[src/rtl/cache_dpram.sv]
// Two-port synchronous RAM with one cycle of read latency.
// The payload type is a parameter, so tag lines and data words share it.
`timescale 1ns/1ps
`default_nettype none

module cache_dpram #(
	parameter int  adr_width = 4,
	parameter type payload_t = logic [31:0]
) (
	input  wire logic                 clk,
	input  wire logic [adr_width-1:0] adr0_i,
	input  wire payload_t             din0_i,
	input  wire logic                 we0_i,
	output payload_t                  dout0_o,
	input  wire logic [adr_width-1:0] adr1_i,
	input  wire payload_t             din1_i,
	input  wire logic                 we1_i,
	output payload_t                  dout1_o
);

	payload_t mem [0:2**adr_width-1];

	// Write-first on each port, port 1 wins on a shared address
	always_ff @(posedge clk) begin
		if (we0_i) begin
			mem[adr0_i] <= din0_i;
			dout0_o     <= din0_i;
		end else begin
			dout0_o <= mem[adr0_i];
		end
		if (we1_i) begin
			mem[adr1_i] <= din1_i;
			dout1_o     <= din1_i;
		end else begin
			dout1_o <= mem[adr1_i];
		end
	end

endmodule

`default_nettype wire

[config.mk]
export PLATFORM = sky130hd
export DESIGN_NAME = cache_dpram
export DESIGN_NICKNAME = d
export VERILOG_FILES = /design/src/rtl/cache_dpram.sv
export SDC_FILE = /design/constraint.sdc
export NUM_CORES = 1
export LEC_CHECK = 0
export BUFFER_PORTS_ARGS = -buffer_cell sky130_fd_sc_hd__clkbuf_2
export CORE_MARGIN = 2
export CORE_UTILIZATION = 55
export CTS_CLUSTER_DIAMETER = 40
export DETAILED_ROUTE_END_ITERATION = 7
export PLACE_DENSITY_LB_ADDON = 0.2
export SYNTH_ARGS = -nofsm -noshare
export SYNTH_HDL_FRONTEND = slang
export SYNTH_SLANG_ARGS = --single-unit
export TNS_END_PERCENT = 20
[constraint.sdc]
create_clock -name clk -period 8.42 [get_ports clk]
set_clock_uncertainty 0.15 [all_clocks]
set_input_delay 0.421 -clock clk [delete_from_list [all_inputs] [get_ports clk]]
set_output_delay 0.421 -clock clk [all_outputs]
set_load 0.05 [all_outputs]
==> metrics.txt <==
outcome=finished, final reports clean; Core Box Area=57,700 sq um; Max Cap Viol=0; Crit path arrival time=3780 ps; Power Density=219 nW/um^2; Clock Sinks=576; Die Area=60,300 sq um; # setup viols final=0; share of the synthesized area in the top cell type=47.9%; Syn Nets=2,311; top_reg_cell synth=edfxtp_1; post-synthesis register bit count=576; Starting Density=55.6%; slew of the pin with the lowest slew margin=1430 ps; hold buffer count at CTS=0; drt total wl=105 mm; router iterations before antenna repair=6; setup tns final=0 ps; routed wl met3=12.3 mm; Crit Path Class=in -> reg; DRT met1 WL=39.0 mm; share of post-route cells with drive strength above 1=45.2%; startpoint types=input pin; post-CTS setup buffer count=0; CP endpoint kind=flop; most instantiated cells after synthesis=mux2_2, edfxtp_1, mux2i_1, o22ai_1, clkbuf_1; area of placed instances=33,400 sq um; maximum vdd ir drop=0.185 mV; vias in the first global route=22,300; Critical Path RT=8620 ps; antenna violations before repair=3; DRC Markers=0; Wirelength per Cell=33.7 um; Top Layer Used=met4; RSZ-0062 raised after global routing=no; EDFF count, synth=512; static leakage=12.7 nW; CTS tree=built; fin area=36,400 sq um; top-count cell post-synth=mux2_2; metal2 WL=48.6 mm; crit path max fanout=50; Ports=139; fin util=63.1%; Async SR Flop Fraction=0%; Die Y=246 um; highest clock rate=0.279 GHz; Gate Count Post-Synth=2,236; Hold Path Class=in -> reg; dpl cells=2,959; CTS resizes=0; Core Rows=88; CTS root buffer=clkbuf_16; GRT Overall Usage=34.9%; grt total ovfl=0; largest net degree at the start of global routing=70; Worst-path clk slew=60 ps; slew margin rel.=4.54%; clock buffer count from CTS=86; drt initial violations=2,916; sequential share of the synthesized area=51.9%; number of routed nets with antenna violations=0; routed vias/inst=7.10; yosys warns=0; placed wire-length estimate=59.4 mm; Max Root-Sink Buffers=3; Distinct cells, synth=35; port bufs=138; crit path time final=3580 ps; Layout Nets=2,359; non-filler cells, final=3,124; final hold viol count=0; Synth area leader=edfxtp_1; chip width=246 um; first-pass GRT wire length=152 mm; Final Power=7.97 mW; fin crit share=42.5%; worst skew pair latency=640 ps; H-tree depth=3; final RePlAce weighted congestion=0.851; Pins Over Slew Limit=0; top cells by area, synth=edfxtp_1, mux2_2, mux2i_1; area delta synth->final=13.4%; mean cell area of the mapped netlist=14.4 sq um; DR vias=22,200; Mapped Area=32,100 sq um
registers in the layout (all words and copies together) (netlist names):
register	flops
dout0_o	32
dout1_o	32
mem	512
layout by cell type, fill, tap and decap left out, types with 10 or more instances in the layout:
cell type / n
a21oi_1: 48
clkinv_2: 10
clkinv_4: 10
clkinvlp_4: 10
a22oi_1: 14
mux2_1: 21
o221a_2: 18
nor3_1: 34
mux2i_1: 260
mux2_2: 559
o21ai_0: 50
dfxtp_1: 64
a211oi_1: 14
nor2_1: 18
clkbuf_2: 132
clkbuf_16: 88
mux4_2: 92
a221oi_1: 16
edfxtp_1: 512
o41a_1: 16
inv_6: 13
buf_4: 63
o22ai_1: 130
nor2b_1: 48
nand2b_1: 19
area by class of cell:
cell class / instances / area, sq um
Fill cell: 4268 / 21300
Sequential cell: 576 / 16700
Multi-Input combinational cell: 1420 / 14600
Clock buffer: 101 / 2310
Timing Repair Buffer: 200 / 1220
Tap cell: 765 / 957
Clock inverter: 60 / 662
Antenna cell: 2 / 5.00
metal layers:
layer / vias up / global-route usage (%)
met5: - / 0
met4: 0 / 17.8
met3: 331 / 8.24
met2: 1509 / 54.3
met1: 11300 / 45.8
li1: 9065 / -
critical path: stages:
cell	delay (ps)
buf_4	170
buf_4	780
nor2_1	110
and2_1	270
nand2_2	1000
o21ai_4	530
buf_4	430
kinds of logic after synthesis:
group	after synthesis	synth area share, %
flops	576	51.9
simple gates	166	2.98
mux	932	34.9
compound gates	322	6.65
buf+inv	240	3.57
stage by stage:
step	worst slack, ps	hold WS [ps]
after floorplan	3970	419
after detailed placement	4340	584
after global routing	4920	141
after CTS	5000	85.1
final	4840	110
after global placement	4360	569
path summary, 6_finish.rpt:
kind                            cells past startpoint         end       start  slack (ps)
worst max-delay path                                7  mem[3][17]   adr1_i[3]        4840
worst min-delay path                                3  dout0_o[2]   din0_i[2]         110
worst max register to register                      4  dout1_o[9]  mem[12][9]        6460
worst min register to register                      3  dout1_o[2]   mem[0][2]         600
where the power goes:
part	internal, mW	leakage [nW]	switching, mW	total [mW]
logic	0.362	6.05	0.615	0.977
registers	3.26	5.19	0.0575	3.32
clock network	2.23	1.44	1.45	3.68
Note: power is estimated with default switching activity, not from simulation.
