$ cat src/rtl/cache_pkg.sv
// Cache geometry and the structs shared by the cache blocks.
// Imported by the controller, the line mover and the top level.
`default_nettype none

package cache_pkg;

	// Address split of the 16-bit word address
	localparam int WORD_BITS  = 2;
	localparam int SET_BITS   = 4;
	localparam int TAG_BITS   = 10;
	localparam int LINE_WORDS = 4;

	typedef logic [15:0] word_adr_t;

	typedef struct packed {
		logic [TAG_BITS-1:0]  tag;
		logic [SET_BITS-1:0]  set;
		logic [WORD_BITS-1:0] word;
	} adr_fields_t;

	// One entry per set, lru set means way 0 is the next victim
	typedef struct packed {
		logic [TAG_BITS-1:0] tag0;
		logic [TAG_BITS-1:0] tag1;
		logic                dirty0;
		logic                dirty1;
		logic                lru;
	} tag_line_t;

	typedef struct packed {
		logic        cyc;
		logic        stb;
		logic        we;
		word_adr_t   adr;
		logic [31:0] dat;
		logic [3:0]  sel;
	} bus_req_t;

	typedef struct packed {
		logic        ack;
		logic [31:0] dat;
	} bus_rsp_t;

	// Miss command from the controller to the line mover
	typedef struct packed {
		logic                fill;
		logic                spill;
		logic                way;
		logic [TAG_BITS-1:0] tag;
		logic [SET_BITS-1:0] set;
	} line_cmd_t;

endpackage

`default_nettype wire

$ cat src/rtl/cache_ctrl.sv
// Bus-side controller of the two-way cache. Looks up both ways one cycle
// after the request, acks hits, merges write bytes and keeps LRU and dirty
// bits. Misses are handed to the line mover as spill and fill commands.
`timescale 1ns/1ps
`default_nettype none

module cache_ctrl (
	input  wire logic                 clk,
	input  wire logic                 reset,
	input  wire cache_pkg::bus_req_t  bus_req_i,
	output cache_pkg::bus_rsp_t       bus_rsp_o,
	input  wire cache_pkg::tag_line_t tag_i,
	output cache_pkg::tag_line_t      tag_o,
	output logic                      tag_we_o,
	input  wire logic [31:0]          way0_i,
	input  wire logic [31:0]          way1_i,
	output logic [31:0]               way_dat_o,
	output logic                      way0_we_o,
	output logic                      way1_we_o,
	output cache_pkg::line_cmd_t      cmd_o,
	input  wire logic                 busy_i
);

	import cache_pkg::*;

	typedef enum logic [2:0] {
		s_idle,
		s_read,
		s_rspill,
		s_rfill,
		s_write,
		s_wspill
	} state_t;

	state_t      state;
	adr_fields_t adr;
	logic        hit0;
	logic        hit1;
	logic        hit;
	logic        lookup;
	logic        victim_way;
	logic        victim_dirty;
	logic        busy;
	logic [31:0] hit_word;

	//------------------------------------------------------------------------
	// Tag compare and victim choice
	//------------------------------------------------------------------------
	assign adr  = bus_req_i.adr;
	assign hit0 = (tag_i.tag0 == adr.tag);
	assign hit1 = (tag_i.tag1 == adr.tag);
	assign hit  = hit0 | hit1;

	// Way 0 wins when both tags match
	assign hit_word = hit0 ? way0_i : way1_i;

	assign victim_way   = ~tag_i.lru;
	assign victim_dirty = victim_way ? tag_i.dirty1 : tag_i.dirty0;

	// The command pulse cycle counts as busy too
	assign busy = busy_i | cmd_o.fill | cmd_o.spill;

	assign lookup = (state == s_read) || (state == s_write);

	//------------------------------------------------------------------------
	// Bus FSM
	//------------------------------------------------------------------------
	always_ff @(posedge clk) begin
		if (reset) begin
			state <= s_idle;
			cmd_o <= '0;
		end else begin
			cmd_o.fill  <= 1'b0;
			cmd_o.spill <= 1'b0;
			case (state)
			s_idle: begin
				if (bus_req_i.cyc && bus_req_i.stb)
					state <= bus_req_i.we ? s_write : s_read;
			end
			s_read, s_write: begin
				if (hit) begin
					state <= s_idle;
				end else if (!busy) begin
					cmd_o.way <= victim_way;
					cmd_o.set <= adr.set;
					if (victim_dirty) begin
						// Write back the victim first, then retry
						cmd_o.spill <= 1'b1;
						cmd_o.tag   <= victim_way ? tag_i.tag1 : tag_i.tag0;
						state       <= (state == s_read) ? s_rspill : s_wspill;
					end else begin
						cmd_o.fill <= 1'b1;
						cmd_o.tag  <= adr.tag;
						state      <= s_rfill;
					end
				end
			end
			s_rspill: begin
				if (!busy)
					state <= s_read;
			end
			s_wspill: begin
				if (!busy)
					state <= s_write;
			end
			s_rfill: begin
				// Fill wait serves both directions
				if (!busy)
					state <= bus_req_i.we ? s_write : s_read;
			end
			default: state <= s_idle;
			endcase
		end
	end

	//------------------------------------------------------------------------
	// Hit response, byte merge and tag update
	//------------------------------------------------------------------------
	always_comb begin
		tag_o         = tag_i;
		tag_we_o      = 1'b0;
		way0_we_o     = 1'b0;
		way1_we_o     = 1'b0;
		bus_rsp_o.ack = 1'b0;
		bus_rsp_o.dat = hit_word;

		for (int i = 0; i < 4; i++)
			way_dat_o[8*i +: 8] = bus_req_i.sel[i] ? bus_req_i.dat[8*i +: 8]
			                                       : hit_word[8*i +: 8];

		if (lookup && hit) begin
			bus_rsp_o.ack = 1'b1;
			tag_we_o      = 1'b1;
			// Victim becomes the other way
			tag_o.lru     = ~hit0;
			if (state == s_write) begin
				if (hit0) begin
					tag_o.tag0   = adr.tag;
					tag_o.dirty0 = 1'b1;
					way0_we_o    = 1'b1;
				end else begin
					tag_o.tag1   = adr.tag;
					tag_o.dirty1 = 1'b1;
					way1_we_o    = 1'b1;
				end
			end
		end
	end

endmodule

`default_nettype wire

$ cat config.mk
export PLATFORM = sky130hd
export DESIGN_NAME = cache_ctrl
export DESIGN_NICKNAME = d
export VERILOG_FILES = /design/src/rtl/cache_pkg.sv /design/src/rtl/cache_ctrl.sv
export SDC_FILE = /design/constraint.sdc
export NUM_CORES = 1
export LEC_CHECK = 0
export ABC_AREA = 0
export BUFFER_PORTS_ARGS = -buffer_cell sky130_fd_sc_hd__buf_2
export CAP_MARGIN = 20
export CORE_AREA = 2 2 98 100
export DETAILED_ROUTE_END_ITERATION = 10
export DIE_AREA = 0 0 100 102
export SLEW_MARGIN = 20
export SYNTH_ARGS = -nofsm -noshare
export SYNTH_HDL_FRONTEND = slang
export SYNTH_SLANG_ARGS = --single-unit
$ cat constraint.sdc
create_clock -name clk -period 3.02 [get_ports clk]
set_clock_uncertainty 0.05 [all_clocks]
set_input_delay 0.302 -clock clk [delete_from_list [all_inputs] [get_ports clk]]
set_output_delay 0.302 -clock clk [all_outputs]
set_load 0.02 [all_outputs]
==> run metrics <==
PnR worst setup slack 0.475 ns; R2R Path Start state[2]; FP Rows 35; number of synthesized register bits 20; CTS root buffer clkbuf_8; register area share after synthesis 0.179; hold endpoint cmd_o[1]; die area 0.0102 mm²; final setup vio count 0; # hold bufs at CTS 0; Peak VDD IR 0.255 mV; commonest non-fill, non-tap cell in the layout buf_2; met2 usage 0.244; wirelength, routed 8.66 mm; syn_area_per_cell 8.83 µm²; wire per inst 14.8 µm; PwrDens 387 mW/mm²; first-pass GRT wire length 12.5 mm; Routed Antenna Nets 0; NumNets Final 620; Post-CTS Setup Repair Bufs 0; largest net degree at the start of global routing 40; CTS H-tree depth 1; IO buf count 250; share of layout cells above drive strength 1 0.698; Die Ht 102 µm; Post-Syn Nets 399; hpwl dp 7.40 mm; met1 global-route usage 0.212; setup TNS 0 ns; GRT Max-Usage Layer met2; Max stage delay on crit path 0.38 ns; clk sink count 20; Mapped Area 0.00224 mm²; commonest non-fill, non-tap cells in the layout buf_2, mux2_2, mux2i_1; area post-placement 0.00351 mm²; Worst Hold Class in -> reg; drt first pass iters 4; Die W 100 µm; initial antenna violation count 0; YS warnings 0; path type of the worst setup path in -> out; end-of-flow core utilization 0.391; reg2reg path depth 6; crit path capture type primary output; number of diodes 0; detailed-route DRC error count 0; Initial Util 0.246; final hold vios 0; Area Overhead vs Synth 59.0%; R2R setup slack 1.02 ns; Rel. slew slack 0.708; Worst Path Max Fanout 39; vias 2,647; status finished, final reports clean; Initial DRC Count 81; io pins 253; slowest cell on the critical path mux2_2; CTS Buf Count 3; final max-slew violation count 0; Filler cells 977; CTS tree done; clk buf depth 2; fin crit period 2.55 ns; setup slack after placement 0.476 ns; reg-to-reg endpoint state[1]; hold path start bus_req_i[39]; Critical Path AT 2.19 ns; slew at the pin closest to its max-slew limit 0.434 ns; worst hold path stage count 3; drt via density 4.52; Resize count post-CTS 0; Fmax achieved 393 MHz; worst skew pair latency 0.26 ns; GPL Wtd Cong 0.783; Core Region 0.00911 mm²; P_leak 1.80 nW; crit path launch type primary input; Max-cap violations 0; vias in the first global route 2,431; unrepaired setup endpoints after global routing false; Mapped Cells 254; Worst Path Required 2.67 ns; post-synthesis cell type count 41; CP Cell Sequence buf_2 -> xnor2_1 -> nand4_1 -> nor4_4 -> buf_12 -> mux2_2 -> mux2_2 -> buf_2; GRT Total Usage 0.153; period utilization 0.843; met3 usage 0.0349; Clock transition at path regs 0.07 ns; post-route cell area 0.00356 mm²; GRT overflow 0
## worst max-delay path by stage
stage               from            end  slack, ns
4_1_cts        tag_i[20]  way_dat_o[31]       0.47
3_5_place_dp   tag_i[20]  way_dat_o[31]       0.48
6_report       tag_i[20]  way_dat_o[16]       0.47
3_3_place_gp   tag_i[15]   way_dat_o[7]       0.50
5_1_grt        tag_i[20]   way_dat_o[1]       0.35
2_1_floorplan  tag_i[15]  way_dat_o[13]       0.75
## cell usage after synthesis, drive strengths merged
library cell,count,area (µm²)
nor3,1,5.00
inv,2,7.51
and2,2,12.5
o22a,1,8.76
buf,13,87.6
nor4,3,46.3
a21oi,3,15.0
nand4,4,25.0
nand2,15,56.3
or3,2,12.5
a22oi,1,7.51
o21a,1,7.51
mux2i,25,250
a211oi,1,7.51
o41a,1,11.3
or2,3,18.8
o32ai,1,8.76
and3,3,18.8
o21bai,1,7.51
and4b,1,10.0
o21ai,11,55.1
maj3,1,10.0
nand2b,2,12.5
dfxtp,20,400
xnor2,16,140
xor2,5,43.8
nor3b,1,7.51
a32o,1,10.0
mux2,65,732
o31ai,1,7.51
clkbuf,26,97.6
nor2,17,63.8
nor2b,1,6.26
o311ai,1,8.76
a221oi,1,15.0
a21o,1,7.51
## sequential cells by signal, summed over array words and instances (netlist names)
register and flops:
state 3, cmd_o 17
## through the flow
| step | power, mW | hold WS (ns) | cells |
|---|---|---|---|
| 6_report | 1.38 | 0.229 | 585 |
| 5_1_grt | 1.49 | 0.232 | 585 |
| 4_1_cts | 1.39 | 0.220 | 585 |
| 3_5_place_dp | 1.18 | 0.428 | 581 |
| 3_3_place_gp | 1.17 | 0.421 | 581 |
| 2_1_floorplan | 0.897 | 0.399 | 254 |
## area by class of cell
cell class / count / area (µm²) / area share
multi-input combinational: 193 / 1660 / 0.466
timing repair buffer: 255 / 1300 / 0.365
sequential: 20 / 400 / 0.112
tap: 111 / 139 / 0.0390
clock buffer: 4 / 55.1 / 0.0154
inverter: 2 / 7.51 / 0.00211
## cells by family after synthesis
logic type,count (synthesis),synth area share
compound gates,26,0.0792
xor+xnor,21,0.0820
fa+ha+maj,1,0.00446
buf+inv,41,0.0859
flops,20,0.179
mux,90,0.438
simple gates,55,0.132
## critical path, delay by kind of cell
kind          cells  cell delay [ns]
simple gates      2             0.47
buf+inv           3             0.53
xor+xnor          1             0.17
mux               2             0.67
## report_power, final
group	switching (mW)	internal, mW	leakage (nW)	total [mW]
sequential	0.0457	0.319	0.162	0.365
combinational	0.445	0.362	1.61	0.808
clock	0.0906	0.116	0.0288	0.207
total	0.582	0.798	1.80	1.38
## metal layers
metal  vias to the layer above  part of all wire
li1                       1322                 -
met4                         0             0.010
met5                         -                 0
met3                         8             0.077
met2                       107              0.48
met1                      1210              0.43
(Power assumes the default switching activity.)
