--- src/rtl/cache_pkg.sv ---
// Cache geometry and the structs shared by the cache blocks.
// Imported by the controller, the line mover and the top level.
`default_nettype none

package cache_pkg;

	// Address split of the 16-bit word address
	localparam int WORD_BITS  = 2;
	localparam int SET_BITS   = 4;
	localparam int TAG_BITS   = 10;
	localparam int LINE_WORDS = 4;

	typedef logic [15:0] word_adr_t;

	typedef struct packed {
		logic [TAG_BITS-1:0]  tag;
		logic [SET_BITS-1:0]  set;
		logic [WORD_BITS-1:0] word;
	} adr_fields_t;

	// One entry per set, lru set means way 0 is the next victim
	typedef struct packed {
		logic [TAG_BITS-1:0] tag0;
		logic [TAG_BITS-1:0] tag1;
		logic                dirty0;
		logic                dirty1;
		logic                lru;
	} tag_line_t;

	typedef struct packed {
		logic        cyc;
		logic        stb;
		logic        we;
		word_adr_t   adr;
		logic [31:0] dat;
		logic [3:0]  sel;
	} bus_req_t;

	typedef struct packed {
		logic        ack;
		logic [31:0] dat;
	} bus_rsp_t;

	// Miss command from the controller to the line mover
	typedef struct packed {
		logic                fill;
		logic                spill;
		logic                way;
		logic [TAG_BITS-1:0] tag;
		logic [SET_BITS-1:0] set;
	} line_cmd_t;

endpackage

`default_nettype wire

--- src/rtl/mem_link_pkg.sv ---
// Word transfer structs of the four-phase memory link.
// One req/ack handshake moves a single 32-bit word.
`default_nettype none

package mem_link_pkg;

	typedef struct packed {
		logic        req;
		logic        we;
		logic [15:0] adr;
		logic [31:0] wdat;
	} mem_req_t;

	// rdat is valid while ack is high on a read
	typedef struct packed {
		logic        ack;
		logic [31:0] rdat;
	} mem_rsp_t;

endpackage

`default_nettype wire

--- src/rtl/line_mover.sv ---
// Load/store engine for cache misses. Streams one four-word line between a
// way RAM and backing memory, one four-phase handshake per word, then
// updates the tag line of the set. Runs one command at a time.
`timescale 1ns/1ps
`default_nettype none

module line_mover (
	input  wire logic                    clk,
	input  wire logic                    reset,
	input  wire cache_pkg::line_cmd_t    cmd_i,
	output logic                         busy_o,
	input  wire cache_pkg::tag_line_t    tag_i,
	output cache_pkg::tag_line_t         tag_o,
	output logic                         tag_we_o,
	output logic [cache_pkg::SET_BITS+cache_pkg::WORD_BITS-1:0] ram_adr_o,
	input  wire logic [31:0]             way0_i,
	input  wire logic [31:0]             way1_i,
	output logic [31:0]                  way_dat_o,
	output logic                         way0_we_o,
	output logic                         way1_we_o,
	output mem_link_pkg::mem_req_t       mem_req_o,
	input  wire mem_link_pkg::mem_rsp_t  mem_rsp_i
);

	import cache_pkg::*;

	// l_rel also covers the RAM read latency before each request
	typedef enum logic [1:0] {
		l_idle,
		l_req,
		l_rel
	} state_t;

	state_t             state;
	line_cmd_t          cmd_q;
	logic [WORD_BITS:0] word_q;
	logic               start;
	logic               last;
	logic               word_done;

	assign start     = cmd_i.fill | cmd_i.spill;
	assign last      = (word_q == (WORD_BITS+1)'(LINE_WORDS));
	assign word_done = (state == l_req) && mem_rsp_i.ack;

	always_ff @(posedge clk) begin
		if (reset) begin
			state  <= l_idle;
			word_q <= '0;
		end else begin
			case (state)
			l_idle: begin
				if (start) begin
					word_q <= '0;
					state  <= l_rel;
				end
			end
			l_req: begin
				if (mem_rsp_i.ack) begin
					word_q <= word_q + 1'b1;
					state  <= l_rel;
				end
			end
			l_rel: begin
				if (!mem_rsp_i.ack)
					state <= last ? l_idle : l_req;
			end
			default: state <= l_idle;
			endcase
		end
	end

	always_ff @(posedge clk) begin
		if (state == l_idle && start)
			cmd_q <= cmd_i;
	end

	assign busy_o    = (state != l_idle);
	assign ram_adr_o = {cmd_q.set, word_q[WORD_BITS-1:0]};

	//------------------------------------------------------------------------
	// Memory link and RAM writes
	//------------------------------------------------------------------------
	always_comb begin
		mem_req_o.req  = (state == l_req);
		mem_req_o.we   = cmd_q.spill;
		mem_req_o.adr  = {cmd_q.tag, cmd_q.set, word_q[WORD_BITS-1:0]};
		mem_req_o.wdat = cmd_q.way ? way1_i : way0_i;
	end

	assign way_dat_o = mem_rsp_i.rdat;
	assign way0_we_o = word_done & cmd_q.fill & ~cmd_q.way;
	assign way1_we_o = word_done & cmd_q.fill & cmd_q.way;

	// Tag line written once the last handshake has been released
	assign tag_we_o = (state == l_rel) && !mem_rsp_i.ack && last;

	always_comb begin
		tag_o = tag_i;
		if (cmd_q.way) begin
			tag_o.dirty1 = 1'b0;
			if (cmd_q.fill)
				tag_o.tag1 = cmd_q.tag;
		end else begin
			tag_o.dirty0 = 1'b0;
			if (cmd_q.fill)
				tag_o.tag0 = cmd_q.tag;
		end
	end

endmodule

`default_nettype wire

--- config.mk ---
export PLATFORM = sky130hd
export DESIGN_NAME = line_mover
export DESIGN_NICKNAME = d
export VERILOG_FILES = /design/src/rtl/cache_pkg.sv /design/src/rtl/mem_link_pkg.sv /design/src/rtl/line_mover.sv
export SDC_FILE = /design/constraint.sdc
export NUM_CORES = 1
export LEC_CHECK = 0
export BUFFER_PORTS_ARGS = -buffer_cell sky130_fd_sc_hd__buf_2
export CORE_AREA = 2 2 99 101
export CTS_CLUSTER_DIAMETER = 150
export DETAILED_ROUTE_END_ITERATION = 8
export DIE_AREA = 0 0 101 103
export HOLD_SLACK_MARGIN = 0.12
export PLACE_DENSITY = 0.66
export SLEW_MARGIN = 20
export SYNTH_ARGS = -nofsm -noshare
export SYNTH_HDL_FRONTEND = slang
export SYNTH_SLANG_ARGS = --single-unit
export TNS_END_PERCENT = 100
--- constraint.sdc ---
create_clock -name clk -period 2.26 [get_ports clk]
set_input_delay 0 -clock clk [delete_from_list [all_inputs] [get_ports clk]]
set_output_delay 0 -clock clk [all_outputs]
set_load 0.01 [all_outputs]
==> results.py, run 1 <==
metrics = {
    "pwr": {
        "total_power_mw": 1.35,
        "max-vdd-ir-drop_v": 0.000197,
        "power_leakage_nw": 1.56,
        "p_per_area_nw_per_um2": 431,
    },
    "layout": {
        "area_growth_pct": 62.4,
        "fill_cells": 973,
        "nets": 497,
        "stdcell_area_um2": 3120,
        "drive_gt1_frac": 0.690,
        "diodes": 0,
    },
    "timing": {
        "relSlewSlack": 0.654,
        "setup_violations": 0,
        "finalSetupTns_ns": 0,
        "fmax_mhz": 602,
        "rsz0062_at_grt": "no",
        "fin_hold_ws_ns": 0.302,
        "period_share": 0.735,
        "drv_slew": 0,
        "setup_ws_ns": 0.598,
        "min_period_ns": 1.66,
        "finalHoldViolCount": 0,
        "tightestPinTransition_ns": 0.518,
        "clock_skew_ns": 0.00291,
    },
    "clock_network": {
        "cts_tree": "yes",
        "clock_latency_ns": 0.26,
        "cts-root-buf": "clkbuf_8",
        "clkSlewWorstSetupHoldPaths_ns": 0.08,
        "cts_setup_buffers": 0,
        "clock_sinks": 22,
        "htree_levels": 1,
        "cts_buffers": 3,
        "clockBufferDepth": 2,
    },
    "die": {
        "initial_utilization": 0.203,
        "core_region_area_um2": 9460,
        "die_h_um": 103,
        "die-area_um2": 10400,
        "die_w_um": 101,
        "fp-row-count": 36,
        "io_pins": 254,
    },
    "worst_setup_path": {
        "required_ns": 2.26,
        "end_kind": "primary output",
        "critPathKind": "flop to primary output",
        "start_kind": "flop",
        "crit_arrival_ns": 1.66,
        "cp_max_fo": 11,
    },
    "place": {
        "placed_area_um2": 2560,
        "gp_congestion": 0.822,
        "portBuffers": 187,
        "place_ws_ns": 0.845,
        "hpwl_mm": 5.08,
    },
    "outcome": {
        "outcome": "completed",
    },
    "global_route": {
        "grt_use_met1": 0.143,
        "antenna_found_initial": 0,
        "grt_max_degree": 35,
        "top_usage_layer": "met2",
        "grt_pass1_vias": 1628,
        "grt_pass1_wl_mm": 8.38,
        "track_usage": 0.104,
        "grt_use_met3": 0.0115,
        "grt.met2_usage": 0.182,
        "grt_overflow_total": 0,
    },
    "route": {
        "dr.pass1.iters": 4,
        "viasPerCell": 4.01,
        "post_drt_wl_per_cell_um": 14.1,
        "first_iter_violations": 43,
        "wirelength_mm": 6.61,
        "drcViolationCount": 0,
        "ant_nets": 0,
        "vias": 1882,
    },
    "worst_hold_path": {
        "hold_path_class": "primary input to primary output",
    },
    "logic_synthesis": {
        "syn_inst": 172,
        "ys_ff_latch": 22,
        "postSynthAreaPerCell_um2": 11.2,
        "syn-num-nets": 313,
        "yosysSeqAreaShare": 0.318,
        "synth.distinct_cells": 28,
        "ys_warn_count": 0,
        "synthesis.area_um2": 1920,
    },
    "flow_run": {
        "drv_cap": 0,
    },
}
## final timing paths
| path | from | endpoint | slack (ns) | cells after the start |
|---|---|---|---|---|
| hold / removal | tag_i[2] | tag_o[2] | 0.30 | 3 |
| setup / recovery | cmd_q[16] | tag_o[6] | 0.60 | 3 |
| hold reg to reg | word_q[1] | word_q[1] | 0.52 | 2 |
| setup reg to reg | state[1] | mem_req_o[42] | 0.96 | 3 |
## repair_timing
item	in CTS	in global routing
hold endpoints to repair	55	0
hold buffers	52	0
gates resized for setup	0	0
## worst max-delay path, cell delays in order (launching register included)
cell and delay, ns:
edfxtp_1 0.43, nand2_1 0.43, mux2_2 0.40, buf_2 0.14
## power breakdown
part,internal (mW),switching (mW),leakage [nW]
clock network,0.121,0.122,0.0231
logic,0.329,0.269,1.33
registers,0.478,0.0260,0.207
total,0.928,0.417,1.56
## layer usage
metal,wire length (um),share of wire
met1,2860,0.43
met2,3440,0.52
met3,294,0.045
met4,11,0.0017
met5,0,0
## state kept, by name, summed over array words and instances, names as in the netlist
register and flops:
cmd_q 2, mem_req_o 15, state 2, word_q 3
## cell usage after synthesis, drive strengths merged
| library cell | n | share of area |
|---|---|---|
| edfxtp | 17 | 0.27 |
| nand3 | 1 | 0.0026 |
| or2 | 1 | 0.0033 |
| ha | 2 | 0.013 |
| and2 | 2 | 0.0065 |
| o21a | 1 | 0.0039 |
| buf | 62 | 0.24 |
| nand2 | 5 | 0.0098 |
| a32o | 1 | 0.0052 |
| nor2b | 4 | 0.013 |
| nor3b | 2 | 0.0078 |
| nor3 | 3 | 0.010 |
| o211a | 1 | 0.0052 |
| mux2i | 1 | 0.0052 |
| nand2b | 1 | 0.0072 |
| mux2 | 52 | 0.32 |
| a211oi | 1 | 0.0039 |
| nor2 | 4 | 0.0078 |
| inv | 3 | 0.0059 |
| a21oi | 2 | 0.0052 |
| and2b | 1 | 0.0039 |
| dfxtp | 5 | 0.052 |
## per-stage QoR
| step | util | std cells |
|---|---|---|
| 4_1_cts | 0.330 | 469 |
| 3_3_place_gp | 0.270 | 413 |
| 5_1_grt | 0.330 | 469 |
| 2_1_floorplan | - | 172 |
| 3_5_place_dp | 0.270 | 413 |
| 6_report | 0.330 | 469 |
## cells in the final DEF (no fill, tap or decap)
cell type / count
nor3_2: 1
dlygate4sd3_1: 52
nor2_1: 3
nor3b_1: 2
o211a_1: 1
a32o_1: 1
inv_1: 3
and2_1: 1
or2_1: 1
nand3_1: 1
buf_4: 2
o21a_1: 1
nor2b_1: 4
clkinv_1: 1
mux2_4: 9
and2b_1: 1
clkbuf_8: 3
nor2_2: 1
nand2b_4: 1
nor3_1: 2
dfxtp_1: 5
mux2_2: 41
a211oi_1: 1
mux2_1: 2
edfxtp_1: 17
a21oi_1: 2
ha_1: 2
nand2_1: 5
mux2i_1: 1
and2_0: 1
buf_2: 187
## cells by family (layout without fill, tap and decap cells)
logic type	count (synthesis)	after routing	share of synthesized area
mux	53	53	0.327
simple gates	24	24	0.0723
fa+ha+maj	2	2	0.0130
buf+inv	65	248	0.246
compound gates	6	6	0.0234
flops	22	22	0.318
## final cells by class
class                   count  area (um2)  area share
clock inverters             1        3.75     0.00120
clock buffers               3        41.3      0.0132
inverters                   3        11.3     0.00361
repair buffers            241        1470       0.471
flip-flops and latches     22         611       0.196
well taps                 114         143      0.0457
multi-input cells          85         841       0.269
No activity file was read; power rests on OpenSTA's default activity.
==> run 2, diff against run 1 <==
- CORE_AREA: 2 2 99 101 -> 2 2 98 100
- DIE_AREA: 0 0 101 103 -> 0 0 100 102
- PLACE_DENSITY: 0.66 -> 0.69
- clock period: 2.26 -> 1.5 ns (I/O delays scaled with it)
==> run 2 against run 1 <==
The flow now finishes with violations (negative setup slack). Non-clock buffer count grew 8. Worst setup slack worse by 0.61 ns. Register-to-register slack worse by 0.71 ns. Core utilization rose by 4.8 points. Clock power up 71%. Clock skew is 0.0013 ns higher. Total power rose by 69%. Sequential power rose by 52%. First-iteration DRC count fell by 4.7%. Largest power group unchanged.
==> results.py, run 2 (same netlist as run 1, synthesis figures left out) <==
metrics = {
    "pwr": {
        "total_power_mw": 2.28,
        "p_per_area_nw_per_um2": 662,
        "max-vdd-ir-drop_v": 0.000563,
        "power_leakage_nw": 1.75,
    },
    "global_route": {
        "grt_max_degree": 35,
        "track_usage": 0.111,
        "grt_overflow_total": 0,
        "grt_pass1_wl_mm": 8.82,
        "antenna_found_initial": 0,
        "grt_pass1_vias": 1794,
    },
    "clock_network": {
        "clockBufferDepth": 2,
        "clkSlewWorstSetupHoldPaths_ns": 0.08,
        "cts_tree": "yes",
        "cts-root-buf": "clkbuf_8",
        "clock_sinks": 22,
        "htree_levels": 1,
        "cts_buffers": 3,
        "clock_latency_ns": 0.26,
    },
    "worst_setup_path": {
        "crit_buf_inv": 3,
        "r2r_start": "state[1]",
        "crit_top_cell": "buf_6",
        "slowest_stage": "edfxtp_1",
        "cp_max_fo": 6,
        "crit_path_max_incr_delay_ns": 0.46,
        "required_ns": 1.50,
        "critPathKind": "flop to primary output",
        "path_cells": "buf_6, nand2_4, buf_8, mux2_4, buf_6",
        "start_kind": "flop",
        "regToRegSetupSlack_ns": 0.25,
        "crit_family": "flip-flops",
        "r2r_cells": 3,
        "reg2reg_to": "mem_req_o[42]",
        "crit_arrival_ns": 1.51,
        "end_kind": "primary output",
    },
    "route": {
        "vias": 1953,
        "first_iter_violations": 41,
        "wirelength_mm": 7.20,
        "ant_nets": 0,
        "post_drt_wl_per_cell_um": 15.2,
        "dr.pass1.iters": 4,
        "drcViolationCount": 0,
        "viasPerCell": 4.12,
    },
    "timing": {
        "setup_violations": 8,
        "period_share": 1.01,
        "fmax_mhz": 661,
        "setup_ws_ns": -0.0131,
        "relSlewSlack": 0.743,
        "fin_hold_ws_ns": 0.297,
        "tightestPinTransition_ns": 0.384,
        "rsz0062_at_grt": "yes",
        "drv_slew": 0,
        "clock_skew_ns": 0.00422,
        "min_period_ns": 1.51,
        "finalSetupTns_ns": -0.0718,
        "finalHoldViolCount": 0,
    },
    "worst_hold_path": {
        "hold_start": "tag_i[2]",
        "min_path_cells": 3,
        "whs_endpoint": "tag_o[2]",
        "hold_path_class": "primary input to primary output",
    },
    "outcome": {
        "violations": "negative setup slack",
        "outcome": "finished, violations left",
    },
    "die": {
        "core_region_area_um2": 9110,
        "die-area_um2": 10200,
        "die_h_um": 102,
        "fp-row-count": 35,
        "initial_utilization": 0.211,
        "die_w_um": 100,
        "io_pins": 254,
    },
    "layout": {
        "diodes": 0,
        "area_growth_pct": 79.0,
        "mostFrequentLayoutCells": "buf_2, dlygate4sd3_1, mux2_4, mux2_2, buf_6",
        "fill_cells": 886,
        "final_common_cell": "buf_2",
        "final_cells": 474,
        "multi_input_area_um2": 920,
        "nets": 505,
        "regArea_um2": 611,
        "largest_reg_flops": 15,
        "stdcell_area_um2": 3440,
        "drive_gt1_frac": 0.711,
    },
    "place": {
        "placed_area_um2": 2580,
        "gp_congestion": 0.719,
        "hpwl_mm": 4.79,
        "portBuffers": 187,
        "dp.cells": 412,
    },
    "flow_run": {
        "drv_cap": 0,
    },
}
## run 2: repair_timing
action | CTS | global route
setup endpoints to repair | 3 | 27
hold buffers | 52 | 0
buffers inserted | 0 | 5
pin swaps | 0 | 0
cloned | 0 | 1
hold endpoints to repair | 55 | 0
resized for setup | 1 | 47
## run 2: per-layer routing
metal / up-vias / part of all wire / GRT usage
met2: 108 / 0.56 / 0.225
met1: 918 / 0.38 / 0.125
met3: 4 / 0.056 / 0.0164
met5: - / 0 / 0
li1: 923 / - / -
met4: 0 / 0.0031 / 0.0105
## run 2: worst reg2reg max path: cells and delay by family (launching register included)
kind                   cells  cell delay [ns]
and+or+nand+nor            2             0.43
DFF                        1             0.34
buffers and inverters      1             0.19
## run 2: stage by stage
stage          utilization  worst slack [ns]
6_report             0.378           -0.0131
5_1_grt              0.378           -0.0781
4_1_cts              0.347           0.00399
3_5_place_dp         0.284             0.266
3_3_place_gp         0.284             0.291
2_1_floorplan            -             0.181
## run 2: cell type report
class	instances	area share
sequential	22	0.178
inverter	3	0.00327
tap	111	0.0404
timing repair buffer	249	0.495
clock buffer	4	0.0160
multi-input combinational	85	0.267
## run 2: how the worst max path moves through the flow
stage | from | end | depth (start not counted)
2_1_floorplan | state[1] | cmd_q[14] | 2
3_3_place_gp | state[1] | mem_req_o[42] | 3
3_5_place_dp | state[1] | mem_req_o[38] | 3
6_report | cmd_q[14] | tag_o[4] | 5
5_1_grt | cmd_q[14] | tag_o[6] | 5
4_1_cts | cmd_q[14] | mem_req_o[0] | 3
## run 2: power by group
group | internal [mW] | switching [mW]
sequential | 0.720 | 0.0439
combinational | 0.642 | 0.457
clock | 0.233 | 0.183
total | 1.59 | 0.683
